--- config.mk ---
export PLATFORM = sky130hd
export DESIGN_NAME = tag_lookup_flat
export DESIGN_NICKNAME = d
export VERILOG_FILES = /design/src/source/dcache_pkg.sv /design/src/source/refill_if.sv /design/src/source/set_ram.sv /design/src/source/tag_lookup.sv /design/src/flat_wrapper.sv
export SDC_FILE = /design/constraint.sdc
export NUM_CORES = 1
export LEC_CHECK = 0
export BUFFER_PORTS_ARGS = -buffer_cell sky130_fd_sc_hd__buf_4
export CAP_MARGIN = 20
export CELL_PAD_IN_SITES_DETAIL_PLACEMENT = 2
export CELL_PAD_IN_SITES_GLOBAL_PLACEMENT = 2
export CORE_MARGIN = 1
export CORE_UTILIZATION = 32
export CTS_BUF_LIST = sky130_fd_sc_hd__clkbuf_2
export CTS_CLUSTER_SIZE = 30
export DETAILED_ROUTE_END_ITERATION = 10
export PLACE_DENSITY = 0.73
export SYNTH_ARGS = -nofsm -noshare
export SYNTH_HDL_FRONTEND = slang
export SYNTH_HIERARCHICAL = 1
export SYNTH_SLANG_ARGS = --single-unit
--- constraint.sdc ---
create_clock -name clk -period 5.7 [get_ports clk]
set_clock_uncertainty 0.1 [all_clocks]
set_input_delay 0 -clock clk [delete_from_list [all_inputs] [get_ports clk]]
set_output_delay 0 -clock clk [all_outputs]
set_load 0.03 [all_outputs]
--- src/source/dcache_pkg.sv ---
package dcache_pkg;

    // cpu side word and address widths
    localparam int DATA_WIDTH = 32;
    localparam int DATA_BYTES = DATA_WIDTH / 8;
    localparam int ALIGN_BITS = $clog2(DATA_BYTES);
    localparam int ADDR_WIDTH = 32;

    // one data word on dbus and cbus
    typedef logic [DATA_WIDTH-1:0] word_t;

    // byte write enables, bit i covers byte i of the word
    typedef logic [DATA_BYTES-1:0] strobe_t;

    // byte address, split by each module into tag/index/offset/align
    typedef logic [ADDR_WIDTH-1:0] addr_t;

    // miss engine states
    // READ fetches the new line, WRITE flushes a dirty victim
    typedef enum logic [1:0] {
        IDLE  = 2'd0,
        READ  = 2'd1,
        WRITE = 2'd2
    } refill_state_t;

endpackage

--- src/source/refill_if.sv ---
`timescale 1ns/1ps

interface refill_if #(
    parameter int WAY_BITS    = 2,
    parameter int INDEX_BITS  = 2,
    parameter int OFFSET_BITS = 2
);
    import dcache_pkg::*;

    localparam int TAG_BITS = ADDR_WIDTH - INDEX_BITS - OFFSET_BITS - ALIGN_BITS;

    // miss request from lookup
    logic                      start;
    addr_t                     miss_addr;
    logic [WAY_BITS-1:0]       victim_way;
    logic [TAG_BITS-1:0]       victim_tag;
    logic                      victim_dirty;

    // progress of the line in flight
    logic                      busy;
    logic                      avail;
    logic [TAG_BITS-1:0]       cur_tag;
    logic [INDEX_BITS-1:0]     cur_index;
    logic [2**OFFSET_BITS-1:0] word_ready;

    modport lookup (
        output start, miss_addr, victim_way, victim_tag, victim_dirty,
        input  busy, avail, cur_tag, cur_index, word_ready
    );

    modport refill (
        input  start, miss_addr, victim_way, victim_tag, victim_dirty,
        output busy, avail, cur_tag, cur_index, word_ready
    );
endinterface

--- src/source/set_ram.sv ---
`timescale 1ns/1ps

module set_ram #(
    parameter int  INDEX_BITS = 2,
    parameter type payload_t  = logic
) (
    input  logic                  clk,
    input  logic                  resetn,
    input  logic [INDEX_BITS-1:0] index,
    input  payload_t              wdata,
    output payload_t              rdata
);
    localparam int NUM_SETS = 2**INDEX_BITS;

    payload_t mem [NUM_SETS];

    // lookup reads the selected set in the request cycle
    assign rdata = mem[index];

    // the set is rewritten each cycle, unchanged when nothing happened
    always_ff @(posedge clk) begin
        if (resetn) begin
            for (int i = 0; i < NUM_SETS; i++) begin
                mem[i] <= '0;
            end
        end else begin
            mem[index] <= wdata;
        end
    end

endmodule

--- src/source/tag_lookup.sv ---
`timescale 1ns/1ps

module tag_lookup #(
    parameter int WAY_BITS    = 2,
    parameter int INDEX_BITS  = 2,
    parameter int OFFSET_BITS = 2
) (
    input  logic                                    clk,
    input  logic                                    resetn,

    input  logic                                    req,
    input  logic                                    is_write,
    input  dcache_pkg::addr_t                       addr,
    input  dcache_pkg::strobe_t                     wstrb,
    input  dcache_pkg::word_t                       wdata,
    output logic                                    addr_ok,

    output logic                                    a_en,
    output logic [WAY_BITS+INDEX_BITS+OFFSET_BITS-1:0] a_addr,
    output dcache_pkg::strobe_t                     a_wstrb,
    output dcache_pkg::word_t                       a_wdata,

    refill_if.lookup                                rf
);
    import dcache_pkg::*;

    localparam int NUM_WAYS = 2**WAY_BITS;
    localparam int TAG_BITS = ADDR_WIDTH - INDEX_BITS - OFFSET_BITS - ALIGN_BITS;

    typedef logic [WAY_BITS-1:0] way_t;
    typedef logic [TAG_BITS-1:0] tag_t;
    typedef struct packed {
        logic valid;
        logic dirty;
    } record_t;
    typedef tag_t    [NUM_WAYS-1:0] tags_t;
    typedef record_t [NUM_WAYS-1:0] records_t;
    typedef logic    [NUM_WAYS-2:0] plru_t;

    // tree walk, each node bit points at the side to evict
    function automatic way_t plru_victim(plru_t sel);
        int   node;
        way_t way;
        node = 0;
        way  = '0;
        for (int l = 0; l < WAY_BITS; l++) begin
            way[WAY_BITS-1-l] = sel[node];
            node = 2 * node + 1 + int'(sel[node]);
        end
        return way;
    endfunction

    // make the touched way most recent: nodes on its path point away
    function automatic plru_t plru_touch(plru_t sel, way_t way);
        int    node;
        plru_t nxt;
        node = 0;
        nxt  = sel;
        for (int l = 0; l < WAY_BITS; l++) begin
            nxt[node] = ~way[WAY_BITS-1-l];
            node = 2 * node + 1 + int'(way[WAY_BITS-1-l]);
        end
        return nxt;
    endfunction

    tag_t                   req_tag;
    logic [INDEX_BITS-1:0]  req_index;
    logic [OFFSET_BITS-1:0] req_offset;

    assign req_tag    = addr[ADDR_WIDTH-1 -: TAG_BITS];
    assign req_index  = addr[ALIGN_BITS+OFFSET_BITS +: INDEX_BITS];
    assign req_offset = addr[ALIGN_BITS +: OFFSET_BITS];

    tags_t    tags, new_tags;
    records_t records, new_records;
    plru_t    plru, new_plru;

    set_ram #(.INDEX_BITS(INDEX_BITS), .payload_t(tags_t)) tag_ram_i (
        .clk(clk), .resetn(resetn), .index(req_index), .wdata(new_tags), .rdata(tags)
    );
    set_ram #(.INDEX_BITS(INDEX_BITS), .payload_t(records_t)) record_ram_i (
        .clk(clk), .resetn(resetn), .index(req_index), .wdata(new_records), .rdata(records)
    );
    set_ram #(.INDEX_BITS(INDEX_BITS), .payload_t(plru_t)) plru_ram_i (
        .clk(clk), .resetn(resetn), .index(req_index), .wdata(new_plru), .rdata(plru)
    );

    // all ways compared at once
    logic [NUM_WAYS-1:0] hit_bits;
    logic                hit;
    way_t                hit_way;
    way_t                victim_way;

    for (genvar i = 0; i < NUM_WAYS; i++) begin : g_cmp
        assign hit_bits[i] = records[i].valid && tags[i] == req_tag;
    end

    assign hit = |hit_bits;

    always_comb begin
        hit_way = '0;
        for (int i = 0; i < NUM_WAYS; i++) begin
            if (hit_bits[i]) begin
                hit_way = way_t'(i);
            end
        end
    end

    assign victim_way = plru_victim(plru);

    // early restart: a word of the line in flight waits for its beat
    logic in_refill;
    logic word_ok;
    logic to_hit;
    logic to_miss;

    assign in_refill = rf.busy && rf.cur_tag == req_tag && rf.cur_index == req_index;
    assign word_ok   = !in_refill || rf.word_ready[req_offset];
    assign addr_ok   = hit && word_ok;
    assign to_hit    = req && addr_ok;
    assign to_miss   = req && !hit && rf.avail;

    assign a_en    = to_hit;
    assign a_addr  = {hit_way, req_index, req_offset};
    assign a_wstrb = is_write ? wstrb : '0;
    assign a_wdata = wdata;

    // victim details go out with the start pulse
    assign rf.start        = to_miss;
    assign rf.miss_addr    = addr;
    assign rf.victim_way   = victim_way;
    assign rf.victim_tag   = tags[victim_way];
    assign rf.victim_dirty = records[victim_way].valid && records[victim_way].dirty;

    always_comb begin
        new_tags    = tags;
        new_records = records;
        new_plru    = plru;
        if (to_hit) begin
            new_plru = plru_touch(plru, hit_way);
            if (is_write) begin
                new_records[hit_way].dirty = 1'b1;
            end
        end else if (to_miss) begin
            // line claimed now, words become usable as they arrive
            new_tags[victim_way]          = req_tag;
            new_records[victim_way].valid = 1'b1;
            new_records[victim_way].dirty = 1'b0;
        end
    end

endmodule

--- src/flat_wrapper.sv ---
// flat-port wrapper written by rule: the top's interface ports become plain ports
module tag_lookup_flat import dcache_pkg::*;
#(
    parameter int WAY_BITS    = 2,
    parameter int INDEX_BITS  = 2,
    parameter int OFFSET_BITS = 2
)
  (clk, resetn, req, is_write, addr, wstrb, wdata, addr_ok, a_en, a_addr, a_wstrb, a_wdata, rf_start, rf_miss_addr, rf_victim_way, rf_victim_tag, rf_victim_dirty, rf_busy, rf_avail, rf_cur_tag, rf_cur_index, rf_word_ready);
  refill_if #(.WAY_BITS(WAY_BITS), .INDEX_BITS(INDEX_BITS), .OFFSET_BITS(OFFSET_BITS)) rf_i ();
  input  logic clk;
  input  logic resetn;
  input  logic req;
  input  logic is_write;
  input  dcache_pkg::addr_t addr;
  input  dcache_pkg::strobe_t wstrb;
  input  dcache_pkg::word_t wdata;
  output logic addr_ok;
  output logic a_en;
  output logic [WAY_BITS+INDEX_BITS+OFFSET_BITS-1:0] a_addr;
  output dcache_pkg::strobe_t a_wstrb;
  output dcache_pkg::word_t a_wdata;
  output wire logic [$bits(rf_i.start)-1:0] rf_start;
  output wire logic [$bits(rf_i.miss_addr)-1:0] rf_miss_addr;
  output wire logic [$bits(rf_i.victim_way)-1:0] rf_victim_way;
  output wire logic [$bits(rf_i.victim_tag)-1:0] rf_victim_tag;
  output wire logic [$bits(rf_i.victim_dirty)-1:0] rf_victim_dirty;
  input wire logic [$bits(rf_i.busy)-1:0] rf_busy;
  input wire logic [$bits(rf_i.avail)-1:0] rf_avail;
  input wire logic [$bits(rf_i.cur_tag)-1:0] rf_cur_tag;
  input wire logic [$bits(rf_i.cur_index)-1:0] rf_cur_index;
  input wire logic [$bits(rf_i.word_ready)-1:0] rf_word_ready;
  assign rf_start = rf_i.start;
  assign rf_miss_addr = rf_i.miss_addr;
  assign rf_victim_way = rf_i.victim_way;
  assign rf_victim_tag = rf_i.victim_tag;
  assign rf_victim_dirty = rf_i.victim_dirty;
  assign rf_i.busy = rf_busy;
  assign rf_i.avail = rf_avail;
  assign rf_i.cur_tag = rf_cur_tag;
  assign rf_i.cur_index = rf_cur_index;
  assign rf_i.word_ready = rf_word_ready;
  tag_lookup #(.WAY_BITS(WAY_BITS), .INDEX_BITS(INDEX_BITS), .OFFSET_BITS(OFFSET_BITS)) u_core (.clk(clk), .resetn(resetn), .req(req), .is_write(is_write), .addr(addr), .wstrb(wstrb), .wdata(wdata), .addr_ok(addr_ok), .a_en(a_en), .a_addr(a_addr), .a_wstrb(a_wstrb), .a_wdata(a_wdata), .rf(rf_i));
endmodule
==> run summary <==
Setup path
• in2reg — type of the worst setup path
• flip-flop — endpoint type of the worst setup path
• input port — kind of start point of the critical path
• 6.61 ns — worst endpoint required time
• 6.37 ns — Critical Path AT
• 0.26 ns — reg2reg setup slack
• 38 — CP Max Fanout

Floorplanning
• 276 um — horizontal die dimension
• 32.3% — initial standard-cell utilization of the core
• 212 — Boundary Pins
• 0.0744 mm^2 — floorplan core area
• 276 um — height of the die
• 100 — row count
• 0.0763 mm^2 — area of the die

Clock tree
• 3 — buffers from clock root to sink, at most
• sky130_fd_sc_hd__clkbuf_2 — Clk Tree Root Cell
• 0.10 ns — register clock-pin slew on the reported worst setup and hold paths
• built — CTS tree
• 0 — buffer count from post-CTS setup fixing
• 0 — post-cts gate resize count
• 4 — count of H-tree levels built during CTS
• 1.35 ns — latest clock arrival within the worst-skew pair
• 460 — TritonCTS sink count
• 131 — cts bufs inserted

Power and ir drop
• 0.0111 uW — static power due to leakage
• 20.7% — logic gate share of total power
• 48.9% — register share of total power
• 30.5% — clock network power share
• 296 mW/mm^2 — power density cells
• 5670 uW — internal power component
• 2640 uW — Sw Pwr
• 31.8% — Switching Fraction
• 150 uV — Worst VDD drop

Detailed routing
• met4 — highest routed layer
• 1,370 — DRC marker count from the first detailed-route iteration
• 27.4 um — average routed wire per standard cell
• 85.4 mm — total routed wirelength
• 36.8 mm — wire length on met1
• 41.0 mm — met2 wire length
• 0 — # DRC
• 0 — number of antenna-violating nets in the routed design
• 6.21 mm — detailed-routed wire length on met3
• 16,325 — via count of the routed design
• 5 — number of detailed-routing iterations run before antenna repair
• 5.24 — routed vias/inst

Global routing
• 22.3% — GRT Util Overall
• 69 — maximum number of pins on one net before global-route repair
• 5 — number of antenna violations at the first check in global routing
• 17,814 — via count of the first global-routing pass
• 0 — global-route congestion overflow total
• 124 mm — global-route wire length before repair

Synthesis
• 47 — number of different library cells in the post-synthesis netlist
• 1,808 — Post-Synthesis Cells
• sky130_fd_sc_hd__edfxtp_1 — ys flop type
• 1,914 — Mapped Nets
• 460 — number of enable flip-flop cells after synthesis
• 17.1% — portion of netlist area occupied by mux cells
• sky130_fd_sc_hd__edfxtp_1, sky130_fd_sc_hd__mux4_2, sky130_fd_sc_hd__nor2_1 — largest cells by area after synthesis
• 1.82% — share of the synthesized area in compound gates (AO/OA/AOI/OAI)
• multiplexers — main combinational cell family by area after synthesis
• 57.4% — sequential fraction of the synthesis area
• 0.0240 mm^2 — area of the mapped netlist
• 4.81% — XOR/XNOR share of the synthesized area
• 460 — number of synthesized register bits
• 13.3 um^2 — synthesized area per cell
• sky130_fd_sc_hd__edfxtp_1 — top cell type by total area after synthesis
• 0% — adder and majority gate portion of the synthesized area
• 0% — async set-or-reset flop fraction in the synthesized netlist
• 11.6% — share of synthesized cell area in and, or, nand and nor gates
• 6 — Yosys warnings
• 57.4% — share of the synthesized area in the top cell type

Layout
• 16.6% — layout overhead on the synthesized area
• sky130_fd_sc_hd__edfxtp_1, sky130_fd_sc_hd__nor2_1, sky130_fd_sc_hd__clkbuf_2 — most frequent cells in the layout
• 3,118 — final instance count without filler cells
• 37.7% — post-layout utilization of the core
• sky130_fd_sc_hd__edfxtp_1 — most common cell after layout, fill and taps aside
• 28.8% — proportion of layout cells with a drive suffix above 1
• 2,158 — total number of nets in the final design

STA
• 0 — number of pins exceeding their max-slew limit in the final report
• 5.46 ns — crit path time final
• no — RSZ-0062 raised after global routing
• 27.0% — Max-slew headroom
• 0.183 GHz — peak clock frequency supported by timing
• 0 — number of hold violations in the final report
• 0 — Setup violations, final
• 1.08 ns — slew at the pin closest to its max-slew limit
• 0 ns — Post-Route Setup TNS
• 95.8% — fin crit share

Placed design
• 50.1 mm — half-perimeter wire length of the detailed placement result
• 143 — port bufs
• 2,755 — cell count after placement
• 0.783 — routability congestion estimate

Job
• 0 — Max Cap Viol

Outcome
• complete, no violations — result of the run

Worst hold path
• in2reg — hold crit path type

[worst max-delay path, stage by stage]
cell and delay [ns]:
sky130_fd_sc_hd__dlygate4sd3_1 0.52, sky130_fd_sc_hd__dlygate4sd3_1 0.58, sky130_fd_sc_hd__buf_6 0.41, sky130_fd_sc_hd__buf_12 0.30
sky130_fd_sc_hd__mux4_2 0.40, sky130_fd_sc_hd__xnor2_1 0.20, sky130_fd_sc_hd__nand4_1 0.40, sky130_fd_sc_hd__or4_4 0.65
sky130_fd_sc_hd__nor4_4 0.39, sky130_fd_sc_hd__nand4b_4 0.33, sky130_fd_sc_hd__or4_2 0.18, sky130_fd_sc_hd__buf_12 0.24
sky130_fd_sc_hd__mux2_1 0.35, sky130_fd_sc_hd__dlygate4sd3_1 0.56, sky130_fd_sc_hd__nand2b_1 0.07, sky130_fd_sc_hd__dlygate4sd3_1 0.63
sky130_fd_sc_hd__nor2_1 0.08
[final cells by class]
type                       instances  area [um^2]
antenna                            6         15.0
inverter                         118          443
multi-input combinational       1029         8580
fill                            7587        46400
sequential                       460        13800
clock buffer                     196          981
timing repair buffer             312         2790
tap                              969         1210
clock inverter                    28          191
[sequential cells by signal (all words and copies together) (netlist names)]
name / count
u_core/plru_ram_i/mem: 12
u_core/record_ram_i/mem: 32
u_core/tag_ram_i/mem: 416
[what timing repair did]
action	in CTS	in global routing
endpoints found under the hold margin	627	0
hold buffers	131	0
endpoints found under the setup margin	0	26
[metal layers]
metal  vias to the layer above  GRT usage (%)
met3                       105           5.33
li1                       6907              -
met2                       684           35.8
met4                         0           6.46
met5                         -              0
met1                      8629           30.1
[through the flow]
step	worst slack, ns	hold slack, ns	total power (uW)	cell area (um^2)
final	0.241	0.0787	8310	28000
after global routing	0.0468	0.0813	8650	28000
after CTS	0.0418	0.0199	8380	28000
after detailed placement	0.609	-0.0998	5710	25500
after global placement	0.706	-0.0998	5650	25500
after floorplan	2.08	0.0317	5160	24000
[cell usage after synthesis, drive strengths merged, types with 5 or more instances]
cell type	instances
or2	5
nor3	7
nand4	24
inv	118
a21oi	32
edfxtp	460
nor4	17
xor2	57
a211oi	26
nor2b	26
mux4	116
nand2b	129
buf	160
nand2	5
nor2	348
clkbuf	41
mux2i	26
mux2	105
xnor2	75
and2	8
[logic make-up (layout without fill, tap and decap cells)]
group | count (synthesis) | in the layout
other | 0 | 6
xor gates and xnor gates | 132 | 132
and+or+nand+nor | 581 | 581
buffers and inverters | 319 | 654
AOI/OAI and AO/OA | 69 | 69
muxes | 247 | 247
DFF | 460 | 460
[power by group through the flow]
stage | clock (uW) | combinational, uW | sequential (uW)
after global routing | 2770 | 1800 | 4080
after CTS | 2620 | 1700 | 4060
after detailed placement | 0 | 1570 | 4140
final | 2530 | 1720 | 4060
after floorplan | 0 | 1040 | 4120
after global placement | 0 | 1530 | 4110
[worst paths after layout]
kind	start	end	depth (start not counted)
setup / recovery	addr[5]	u_core/tag_ram_i/mem[1][16]	17
hold / removal	addr[4]	u_core/plru_ram_i/mem[0][2]	4
setup reg to reg	u_core/tag_ram_i/mem[2][97]	u_core/tag_ram_i/mem[1][16]	13
hold reg to reg	u_core/tag_ram_i/mem[0][85]	u_core/tag_ram_i/mem[3][85]	4
Note: power is estimated with default switching activity, not from simulation.
