`src/source/dcache_pkg.sv`:
```
package dcache_pkg;

    // cpu side word and address widths
    localparam int DATA_WIDTH = 32;
    localparam int DATA_BYTES = DATA_WIDTH / 8;
    localparam int ALIGN_BITS = $clog2(DATA_BYTES);
    localparam int ADDR_WIDTH = 32;

    // one data word on dbus and cbus
    typedef logic [DATA_WIDTH-1:0] word_t;

    // byte write enables, bit i covers byte i of the word
    typedef logic [DATA_BYTES-1:0] strobe_t;

    // byte address, split by each module into tag/index/offset/align
    typedef logic [ADDR_WIDTH-1:0] addr_t;

    // miss engine states
    // READ fetches the new line, WRITE flushes a dirty victim
    typedef enum logic [1:0] {
        IDLE  = 2'd0,
        READ  = 2'd1,
        WRITE = 2'd2
    } refill_state_t;

endpackage

```
`src/source/refill_if.sv`:
```
`timescale 1ns/1ps

interface refill_if #(
    parameter int WAY_BITS    = 2,
    parameter int INDEX_BITS  = 2,
    parameter int OFFSET_BITS = 2
);
    import dcache_pkg::*;

    localparam int TAG_BITS = ADDR_WIDTH - INDEX_BITS - OFFSET_BITS - ALIGN_BITS;

    // miss request from lookup
    logic                      start;
    addr_t                     miss_addr;
    logic [WAY_BITS-1:0]       victim_way;
    logic [TAG_BITS-1:0]       victim_tag;
    logic                      victim_dirty;

    // progress of the line in flight
    logic                      busy;
    logic                      avail;
    logic [TAG_BITS-1:0]       cur_tag;
    logic [INDEX_BITS-1:0]     cur_index;
    logic [2**OFFSET_BITS-1:0] word_ready;

    modport lookup (
        output start, miss_addr, victim_way, victim_tag, victim_dirty,
        input  busy, avail, cur_tag, cur_index, word_ready
    );

    modport refill (
        input  start, miss_addr, victim_way, victim_tag, victim_dirty,
        output busy, avail, cur_tag, cur_index, word_ready
    );
endinterface

```
`src/source/line_refill.sv`:
```
`timescale 1ns/1ps

module line_refill #(
    parameter int WAY_BITS    = 2,
    parameter int INDEX_BITS  = 2,
    parameter int OFFSET_BITS = 2
) (
    input  logic                                       clk,
    input  logic                                       resetn,

    refill_if.refill                                   rf,

    output logic [WAY_BITS+INDEX_BITS+OFFSET_BITS-1:0] b_addr,
    output logic                                       b_wen,
    output dcache_pkg::word_t                          b_wdata,
    input  dcache_pkg::word_t                          b_rdata,

    output logic                                       cbus_valid,
    output logic                                       cbus_is_write,
    output dcache_pkg::addr_t                          cbus_addr,
    output dcache_pkg::word_t                          cbus_wdata,
    input  logic                                       cbus_okay,
    input  logic                                       cbus_last,
    input  dcache_pkg::word_t                          cbus_rdata
);
    import dcache_pkg::*;

    localparam int NUM_WORDS = 2**OFFSET_BITS;
    localparam int TAG_BITS  = ADDR_WIDTH - INDEX_BITS - OFFSET_BITS - ALIGN_BITS;

    typedef logic [OFFSET_BITS-1:0] offset_t;

    refill_state_t          state;
    addr_t                  miss_addr;
    logic [WAY_BITS-1:0]    fill_way;
    offset_t                pos_offset;
    logic [NUM_WORDS-1:0]   ready;

    // victim line, filled one cycle behind the read beats
    logic [TAG_BITS-1:0]    vtag;
    logic                   vdirty;
    logic                   vwrten;
    offset_t                voffset;
    word_t                  victim [NUM_WORDS];

    logic [INDEX_BITS-1:0]  fill_index;
    logic                   beat;
    logic                   final_beat;

    assign fill_index = miss_addr[ALIGN_BITS+OFFSET_BITS +: INDEX_BITS];
    assign beat       = cbus_okay;
    assign final_beat = cbus_okay && cbus_last;

    // progress seen by lookup
    assign rf.busy       = state != IDLE;
    assign rf.avail      = state == IDLE || (state == WRITE && final_beat);
    assign rf.cur_tag    = miss_addr[ADDR_WIDTH-1 -: TAG_BITS];
    assign rf.cur_index  = fill_index;
    assign rf.word_ready = ready;

    // refill writes the arriving word into the claimed way
    assign b_addr  = {fill_way, fill_index, pos_offset};
    assign b_wen   = state == READ && beat;
    assign b_wdata = cbus_rdata;

    assign cbus_valid    = state != IDLE;
    assign cbus_is_write = state == WRITE;
    assign cbus_addr     = miss_addr;
    assign cbus_wdata    = victim[pos_offset];

    always_ff @(posedge clk) begin
        if (resetn) begin
            state  <= IDLE;
            vwrten <= 1'b0;
            ready  <= '0;
        end else begin
            vwrten <= 1'b0;

            case (state)
                READ: begin
                    // port b hands back the old word next cycle
                    vwrten  <= beat;
                    voffset <= pos_offset;
                    if (beat) begin
                        pos_offset        <= pos_offset + 1'b1;
                        ready[pos_offset] <= 1'b1;
                    end
                    if (final_beat) begin
                        state <= vdirty ? WRITE : IDLE;
                        // writeback goes to the old line, same start word
                        miss_addr[ADDR_WIDTH-1 -: TAG_BITS] <= vtag;
                    end
                end

                WRITE: begin
                    if (beat) begin
                        pos_offset <= pos_offset + 1'b1;
                    end
                    if (final_beat) begin
                        state <= IDLE;
                    end
                end

                default: begin
                    state <= IDLE;
                end
            endcase

            // a new miss overrides the last writeback beat
            if (rf.start) begin
                state      <= READ;
                miss_addr  <= rf.miss_addr & ~addr_t'(DATA_BYTES - 1);
                fill_way   <= rf.victim_way;
                pos_offset <= rf.miss_addr[ALIGN_BITS +: OFFSET_BITS];
                ready      <= '0;
                vtag       <= rf.victim_tag;
                vdirty     <= rf.victim_dirty;
            end
        end
    end

    always_ff @(posedge clk) begin
        if (vwrten) begin
            victim[voffset] <= b_rdata;
        end
    end

endmodule

```
`src/flat_wrapper.sv`:
```
// flat-port wrapper written by rule: the top's interface ports become plain ports
module line_refill_flat import dcache_pkg::*;
#(
    parameter int WAY_BITS    = 2,
    parameter int INDEX_BITS  = 2,
    parameter int OFFSET_BITS = 2
)
  (clk, resetn, b_addr, b_wen, b_wdata, b_rdata, cbus_valid, cbus_is_write, cbus_addr, cbus_wdata, cbus_okay, cbus_last, cbus_rdata, rf_start, rf_miss_addr, rf_victim_way, rf_victim_tag, rf_victim_dirty, rf_busy, rf_avail, rf_cur_tag, rf_cur_index, rf_word_ready);
  refill_if #(.WAY_BITS(WAY_BITS), .INDEX_BITS(INDEX_BITS), .OFFSET_BITS(OFFSET_BITS)) rf_i ();
  input  logic clk;
  input  logic resetn;
  output logic [WAY_BITS+INDEX_BITS+OFFSET_BITS-1:0] b_addr;
  output logic b_wen;
  output dcache_pkg::word_t b_wdata;
  input  dcache_pkg::word_t b_rdata;
  output logic cbus_valid;
  output logic cbus_is_write;
  output dcache_pkg::addr_t cbus_addr;
  output dcache_pkg::word_t cbus_wdata;
  input  logic cbus_okay;
  input  logic cbus_last;
  input  dcache_pkg::word_t cbus_rdata;
  input wire logic [$bits(rf_i.start)-1:0] rf_start;
  input wire logic [$bits(rf_i.miss_addr)-1:0] rf_miss_addr;
  input wire logic [$bits(rf_i.victim_way)-1:0] rf_victim_way;
  input wire logic [$bits(rf_i.victim_tag)-1:0] rf_victim_tag;
  input wire logic [$bits(rf_i.victim_dirty)-1:0] rf_victim_dirty;
  output wire logic [$bits(rf_i.busy)-1:0] rf_busy;
  output wire logic [$bits(rf_i.avail)-1:0] rf_avail;
  output wire logic [$bits(rf_i.cur_tag)-1:0] rf_cur_tag;
  output wire logic [$bits(rf_i.cur_index)-1:0] rf_cur_index;
  output wire logic [$bits(rf_i.word_ready)-1:0] rf_word_ready;
  assign rf_i.start = rf_start;
  assign rf_i.miss_addr = rf_miss_addr;
  assign rf_i.victim_way = rf_victim_way;
  assign rf_i.victim_tag = rf_victim_tag;
  assign rf_i.victim_dirty = rf_victim_dirty;
  assign rf_busy = rf_i.busy;
  assign rf_avail = rf_i.avail;
  assign rf_cur_tag = rf_i.cur_tag;
  assign rf_cur_index = rf_i.cur_index;
  assign rf_word_ready = rf_i.word_ready;
  line_refill #(.WAY_BITS(WAY_BITS), .INDEX_BITS(INDEX_BITS), .OFFSET_BITS(OFFSET_BITS)) u_core (.clk(clk), .resetn(resetn), .rf(rf_i), .b_addr(b_addr), .b_wen(b_wen), .b_wdata(b_wdata), .b_rdata(b_rdata), .cbus_valid(cbus_valid), .cbus_is_write(cbus_is_write), .cbus_addr(cbus_addr), .cbus_wdata(cbus_wdata), .cbus_okay(cbus_okay), .cbus_last(cbus_last), .cbus_rdata(cbus_rdata));
endmodule
```
`config.mk`:
```
export PLATFORM = sky130hd
export DESIGN_NAME = line_refill_flat
export DESIGN_NICKNAME = d
export VERILOG_FILES = /design/src/source/dcache_pkg.sv /design/src/source/refill_if.sv /design/src/source/line_refill.sv /design/src/flat_wrapper.sv
export SDC_FILE = /design/constraint.sdc
export NUM_CORES = 1
export LEC_CHECK = 0
export BUFFER_PORTS_ARGS = -buffer_cell sky130_fd_sc_hd__buf_4
export CAP_MARGIN = 25
export CORE_ASPECT_RATIO = 0.9
export CORE_MARGIN = 2
export CORE_UTILIZATION = 50
export CTS_CLUSTER_SIZE = 10
export DETAILED_ROUTE_END_ITERATION = 8
export PLACE_DENSITY = 0.8
export SYNTH_ARGS = -nofsm -noshare
export SYNTH_HDL_FRONTEND = slang
export SYNTH_SLANG_ARGS = --single-unit
```
`constraint.sdc`:
```
create_clock -name clk -period 4.1 [get_ports clk]
set_input_delay 0.205 -clock clk [delete_from_list [all_inputs] [get_ports clk]]
set_output_delay 0.205 -clock clk [all_outputs]
set_load 0.02 [all_outputs]
```
==> results of run 1 <==
==> cells by family (layout without fill, tap and decap cells) <==
family / after synthesis / count (layout) / share of synthesized area
other: 1 / 3 / 0.000478
AOI/OAI and AO/OA: 9 / 9 / 0.00701
and+or+nand+nor: 19 / 19 / 0.0129
adders and majority gates: 7 / 7 / 0.0112
DFF: 200 / 200 / 0.753
muxes: 62 / 62 / 0.136
buffers and inverters: 83 / 307 / 0.0792
==> repair_timing <==
action / 4_1_cts / 5_1_grt
setup endpoints to repair: 0 / 0
hold endpoints to repair: 161 / 0
hold buffers: 65 / 0
==> flip-flops by register name, indices dropped and copies added, names as in the netlist, 2 cells and up, named ones only <==
name and count:
u_core.vtag 26, u_core.state 2, u_core.voffset 2, u_core.pos_offset 2, u_core.rf.word_ready 4, u_core.cbus_addr 30
u_core.fill_way 2, u_core.victim 128
==> critical path, cell delays in order, from the launching register on <==
cell     delay [ps]
dfxtp_2         810
buf_4           400
mux4_1          630
buf_4           180
==> cells in the mapped netlist, drive strengths merged (3+ instances only) <==
cell / n
ha: 7
mux4: 32
buf: 77
inv: 5
edfxtp: 191
mux2: 30
dfxtp: 9
a21oi: 6
nor2b: 3
nand2: 3
nor2: 3
nor3: 4
==> layout make-up <==
type,count,area [µm²]
Timing Repair Buffer,270,2200
Inverter,5,18.8
Sequential cell,200,5920
Clock buffer,18,429
Clock inverter,14,149
Multi-Input combinational cell,99,1340
Antenna cell,1,2.50
Fill cell,1022,5080
Tap cell,202,253
==> worst max-delay path by stage <==
stage                 startpoint                   to  slack, ps  cells after the start
6_report                    flop        cbus_wdata[0]       1440                      3
5_1_grt                     flop        cbus_wdata[0]       1230                      3
4_1_cts                     flop        cbus_wdata[0]       1340                      3
3_5_place_dp                flop        cbus_wdata[0]       1810                      3
3_3_place_gp                flop        cbus_wdata[0]       1810                      3
2_1_floorplan  u_core.voffset[1]  u_core.victim[0][0]        810                      1
==> power breakdown <==
part           switching (mW)  leakage (nW)  internal, mW
registers              0.0354          1.82          2.30
clock network           0.718         0.277         0.905
logic                   0.237          1.73         0.267
total                   0.990          3.82          3.47
==> metrics by stage <==
step | util | worst slack [ps] | power (mW) | instance area, µm² | instances
after floorplan | - | 811 | 2.68 | 7860 | 382
after global placement | 0.589 | 1810 | 2.82 | 9060 | 710
after detailed placement | 0.589 | 1810 | 2.83 | 9060 | 710
after CTS | 0.669 | 1340 | 4.49 | 10300 | 807
after global routing | 0.670 | 1230 | 4.60 | 10300 | 809
final | 0.670 | 1440 | 4.46 | 10300 | 809
==> routing by layer <==
metal  part of all wire  vias up  track usage
met5                  0        -            0
met4              0.024        0       0.0794
met3              0.084       41       0.0702
met2               0.52      220        0.328
met1               0.37     2089        0.231
li1                   -     1851            -
==> flow_summary_export.csv, run 1 <==
group,metric,value,unit
outcome,status,"completed",
layout,most-common-layout-cells,"204 x buf_4, 191 x edfxtp_1, 65 x dlygate4sd3_1, 30 x mux2_2, 30 x mux4_2",
layout,layout-drive-gt1-share,0.495,
synth,ys_seq_elements,200,
clocking,numCtsBuffers,17,
sta,hold_slack,50.2,ps
die,coreArea,0.0154,mm²
grt,grt_max_degree,37,
synth,synth_area,0.00785,mm²
synth,yosysWarningCount,0,
die,rows,43,
grt,grt.total_usage,0.195,
sta,period_share,0.648,
sta,slew_headroom,0.435,
synth,synth_edf_count,191,
sta,tns,0,ps
die,die_w,136,µm
placement,place_congestion,0.758,
synth,synthArstFlopShare,0,
clocking,post_cts_buffers,0,
critical_path,endpoint_kind,"output pin",
clocking,clk-insertion-delay-late,420,ps
pwr,power_leakage,3.82,nW
sta,fmax,377,MHz
sta,finClkSkew,9.44,ps
pwr,p_per_area,433,mW/mm²
die,die_area,0.0167,mm²
sta,rsz0062_at_grt,"no",
critical_path,r2r_start,"u_core.state[1]",
synth,yosysSeqAreaShare,0.753,
synth,avgSynthCellArea,20.6,µm²
clocking,cts_tree,"done",
grt,grt-ovfl-total,0,
routing,drc,0,
clocking,root_buffer,"clkbuf_16",
die,io-pin-count,269,
synth,syn_inst,381,
die,start_util,0.510,
routing,routed_wl,16000,µm
clocking,clk_pin_slew,70,ps
die,die_h,123,µm
layout,final_common_cell,"buf_4",
routing,dr.pass1.iters,7,
synth,synth_top_area_cell,"edfxtp_1",
critical_path,worst-setup-path-type,"flop to output pin",
critical_path,cp_max_fo,20,
sta,hold_violations,0,
sta,finalSetupViolCount,0,
synth,ys_types,27,
critical_path,cp-start-kind,"flop",
routing,ant_nets,0,
routing,viasPerCell,5.19,
pwr,ir_drop,0.301,mV
routing,vias,4201,
synth,synth.area.top_cells,"edfxtp_1 73%, mux4_2 8.6%, buf_4 6.2%",
synth,synth.top_cell.area_share,0.731,
critical_path,critPathArrivalTime,2450,ps
clocking,cts_resized,0,
clocking,clock-sinks,200,
critical_path,required,3890,ps
placement,dp_hpwl,9730,µm
critical_path,crit-reg2reg-capture,"u_core.cbus_addr[13]",
clocking,cts_max_level,4,
layout,synthToLayoutAreaGrowth,31.3,%
critical_path,r2r_slack,2140,ps
critical_path,rr_worst_depth,4,
layout,nets,730,
grt,first_global_vias,4363,
synth,synthFlopType,"edfxtp_1",
grt,antenna_found_initial,1,
hold_path,hold_depth,2,
hold_path,hold_class,"input port to flop",
routing,wl_per_cell,19.8,µm
placement,io_buffers,200,
clocking,clockBufferDepth,2,
sta,finalMaxSlewViolations,0,
hold_path,hp-start,"resetn",
sta,tightest_slew,847,ps
sta,min_period,2660,ps
hold_path,min_to,"u_core.rf.word_ready[3]",
flow_run,max_cap_violations,0,
grt,grt_pass1_wl,23600,µm
routing,first_iter_violations,196,
(Power assumes the default switching activity.)
==> run 2, diff against run 1 <==
--- a/config.mk
+++ b/config.mk
@@ -5,11 +5,12 @@
 export SDC_FILE = /design/constraint.sdc
 export NUM_CORES = 1
 export LEC_CHECK = 0
+export ABC_AREA = 1
 export BUFFER_PORTS_ARGS = -buffer_cell sky130_fd_sc_hd__buf_4
 export CAP_MARGIN = 25
 export CORE_ASPECT_RATIO = 0.9
 export CORE_MARGIN = 2
-export CORE_UTILIZATION = 50
+export CORE_UTILIZATION = 51
 export CTS_CLUSTER_SIZE = 10
 export DETAILED_ROUTE_END_ITERATION = 8
 export PLACE_DENSITY = 0.8
==> constraint.sdc (replaced) <==
create_clock -name clk -period 2.48 [get_ports clk]
set_input_delay 0.124 -clock clk [delete_from_list [all_inputs] [get_ports clk]]
set_output_delay 0.124 -clock clk [all_outputs]
set_load 0.02 [all_outputs]
==> flow_summary_export.csv, run 2 <==
group,metric,value,unit
outcome,status,"completed",
routing,ant_nets,0,
pwr,switching_share,0.242,
pwr,p_sw,1.84,mW
critical_path,cp_cell_sequence,"buf_12 > a21oi_1 > o21ai_0 > nand2_1 > buf_4",
pwr,p_per_area,686,mW/mm²
layout,fin_area,0.0111,mm²
clocking,cts_max_level,4,
sta,fmax,492,MHz
die,die_area,0.0173,mm²
synth,synth_common_cells,"191 x edfxtp_1, 162 x nand2_1, 82 x inv_1, 65 x buf_4, 37 x a21oi_1",
die,io-pin-count,269,
sta,hold_violations,0,
synth,synth.top_cell.area_share,0.690,
sta,min_period,2030,ps
clocking,numCtsBuffers,17,
pwr,power_leakage,4.64,nW
pwr,p_comb_frac,0.141,
routing,routed_wl,19500,µm
synth,ys_seq_elements,200,
grt,grt_max_degree,56,
routing,wl_per_cell,17.5,µm
clocking,clockBufferDepth,2,
synth,ys_types,20,
sta,finClkSkew,8.26,ps
sta,hold_slack,107,ps
die,die_h,125,µm
die,rows,44,
pwr,power_frac_seq,0.511,
placement,place_congestion,0.914,
routing,dr.pass1.iters,5,
layout,nets,1030,
grt,met3_usage,0.0525,
layout,layout-drive-gt1-share,0.291,
layout,most-common-layout-cells,"207 x buf_4, 191 x edfxtp_1, 162 x nand2_1, 95 x dlygate4sd3_1, 82 x inv_1",
grt,first_global_vias,5900,
sta,tightest_slew,570,ps
critical_path,slowest_stage,"dfxtp_4",
hold_path,hold_class,"input port to flop",
sta,finalMaxSlewViolations,0,
clocking,clk-insertion-delay-late,430,ps
synth,synth_top_area_cell,"edfxtp_1",
layout,instances_no_fill,1115,
placement,place_area,0.00958,mm²
sta,tns,0,ps
synth,synthArstFlopShare,0,
synth,synth_edf_count,191,
layout,largest_register_ffs,128,
critical_path,cp_slowest_stage_delay,710,ps
flow_run,max_cap_violations,0,
synth,yosysWarningCount,0,
routing,vias,5677,
pwr,ir_drop,0.486,mV
grt,use_met1,0.259,
routing,first_iter_violations,431,
clocking,clk_pin_slew,70,ps
synth,synth.area.top_cells,"edfxtp_1 69%, nand2_1 7.3%, buf_4 5.9%",
synth,avgSynthCellArea,12.6,µm²
critical_path,cpLargestDelayFamily,"flip-flops",
sta,finalSetupViolCount,0,
synth,synth_area,0.00831,mm²
placement,io_buffers,200,
synth,synthFlopType,"edfxtp_1",
die,start_util,0.519,
grt,grt-ovfl-total,0,
sta,period_share,0.819,
pwr,clkPwrFrac,0.348,
die,coreArea,0.0160,mm²
routing,viasPerCell,5.09,
grt,grt_pass1_wl,30000,µm
clocking,clock-sinks,200,
critical_path,required,2360,ps
pwr,total_power,7.61,mW
critical_path,cp-start-kind,"flop",
grt,antenna_found_initial,3,
pwr,p_int,5.77,mW
placement,place_inst,986,
sta,slew_headroom,0.620,
die,die_w,139,µm
critical_path,endpoint_kind,"output pin",
clocking,root_buffer,"clkbuf_16",
synth,yosysSeqAreaShare,0.712,
grt,grt_use_met2,0.403,
sta,rsz0062_at_grt,"no",
synth,syn_inst,659,
layout,top_register,"u_core.victim",
placement,dp_hpwl,10800,µm
clocking,cts_tree,"done",
grt,grt.total_usage,0.226,
critical_path,path_buf_inv,2,
critical_path,cp_max_fo,55,
critical_path,critPathArrivalTime,1910,ps
layout,final_common_cell,"buf_4",
layout,synthToLayoutAreaGrowth,33.5,%
synth,synth_most_common_cell,"edfxtp_1",
critical_path,worst-setup-path-type,"flop to output pin",
grt,busiest_layer,"met2",
routing,drc,0,
## run 2: changes by cell type after synthesis, sizes merged, moves of 3 or more
cell,previous run,this run
nand2,3,162
inv,5,83
o21ai,0,35
mux4,32,0
o211ai,0,32
a21oi,6,37
mux2,30,0
buf,77,86
clkbuf,1,5
nand3,1,4
nor2b,3,0
## run 2: area by class of cell
class	count	area, µm²
diodes	3	7.51
clock inverters	13	131
multi-input cells	286	1470
clock buffers	18	429
fillers	1002	4920
inverters	83	312
repair buffers	305	2560
flip-flops and latches	200	5920
well taps	207	259
## run 2: worst min-delay path, stage by stage
cell	delay [ps]
buf_4	110
nand3_1	120
nand3_1	90
nand2_1	50
## run 2: logic make-up (layout without fill, tap and decap cells)
logic type	after synthesis	in the layout	synth area share
flip-flops	200	200	0.712
buffers and inverters	174	419	0.114
AND/OR/NAND/NOR	173	173	0.0799
AO/OA/AOI/OAI	104	104	0.0831
adder cells (fa/ha/maj)	7	7	0.0105
other	1	5	0.000451
## run 2: worst paths after layout
kind                                           endpoint                    start  slack (ps)  cells past startpoint
worst min-delay path                               flop                cbus_okay         110                      4
worst min register to register  u_core.rf.word_ready[3]  u_core.rf.word_ready[3]         460                      2
worst max-delay path                      cbus_wdata[4]                     flop         450                      5
worst max register to register      u_core.cbus_addr[7]          u_core.state[1]         910                      5
## run 2: through the flow
| step | utilization | setup slack, ps |
|---|---|---|
| floorplan | - | -634 |
| global placement | 0.598 | 957 |
| detailed placement | 0.598 | 931 |
| CTS | 0.692 | 462 |
| global route | 0.693 | 303 |
| finish | 0.693 | 449 |
## run 2: power groups by stage
stage / clock network (mW) / logic (mW) / registers [mW]
finish: 2.65 / 1.08 / 3.89
global route: 2.83 / 1.15 / 3.89
CTS: 2.67 / 1.06 / 3.88
detailed placement: 0 / 0.936 / 3.95
global placement: 0 / 0.918 / 3.95
floorplan: 0 / 0.601 / 3.95
## run 2: timing repair
action / 4_1_cts / 5_1_grt
setup buffers: 0 / 0
gates resized for setup: 0 / 0
hold buffers: 95 / 0
endpoints found under the hold margin: 190 / 0
## run 2: routing by layer
layer	vias to the layer above	part of all wire
li1	2630	-
met1	2729	0.37
met2	271	0.53
met3	47	0.077
met4	0	0.027
met5	-	0
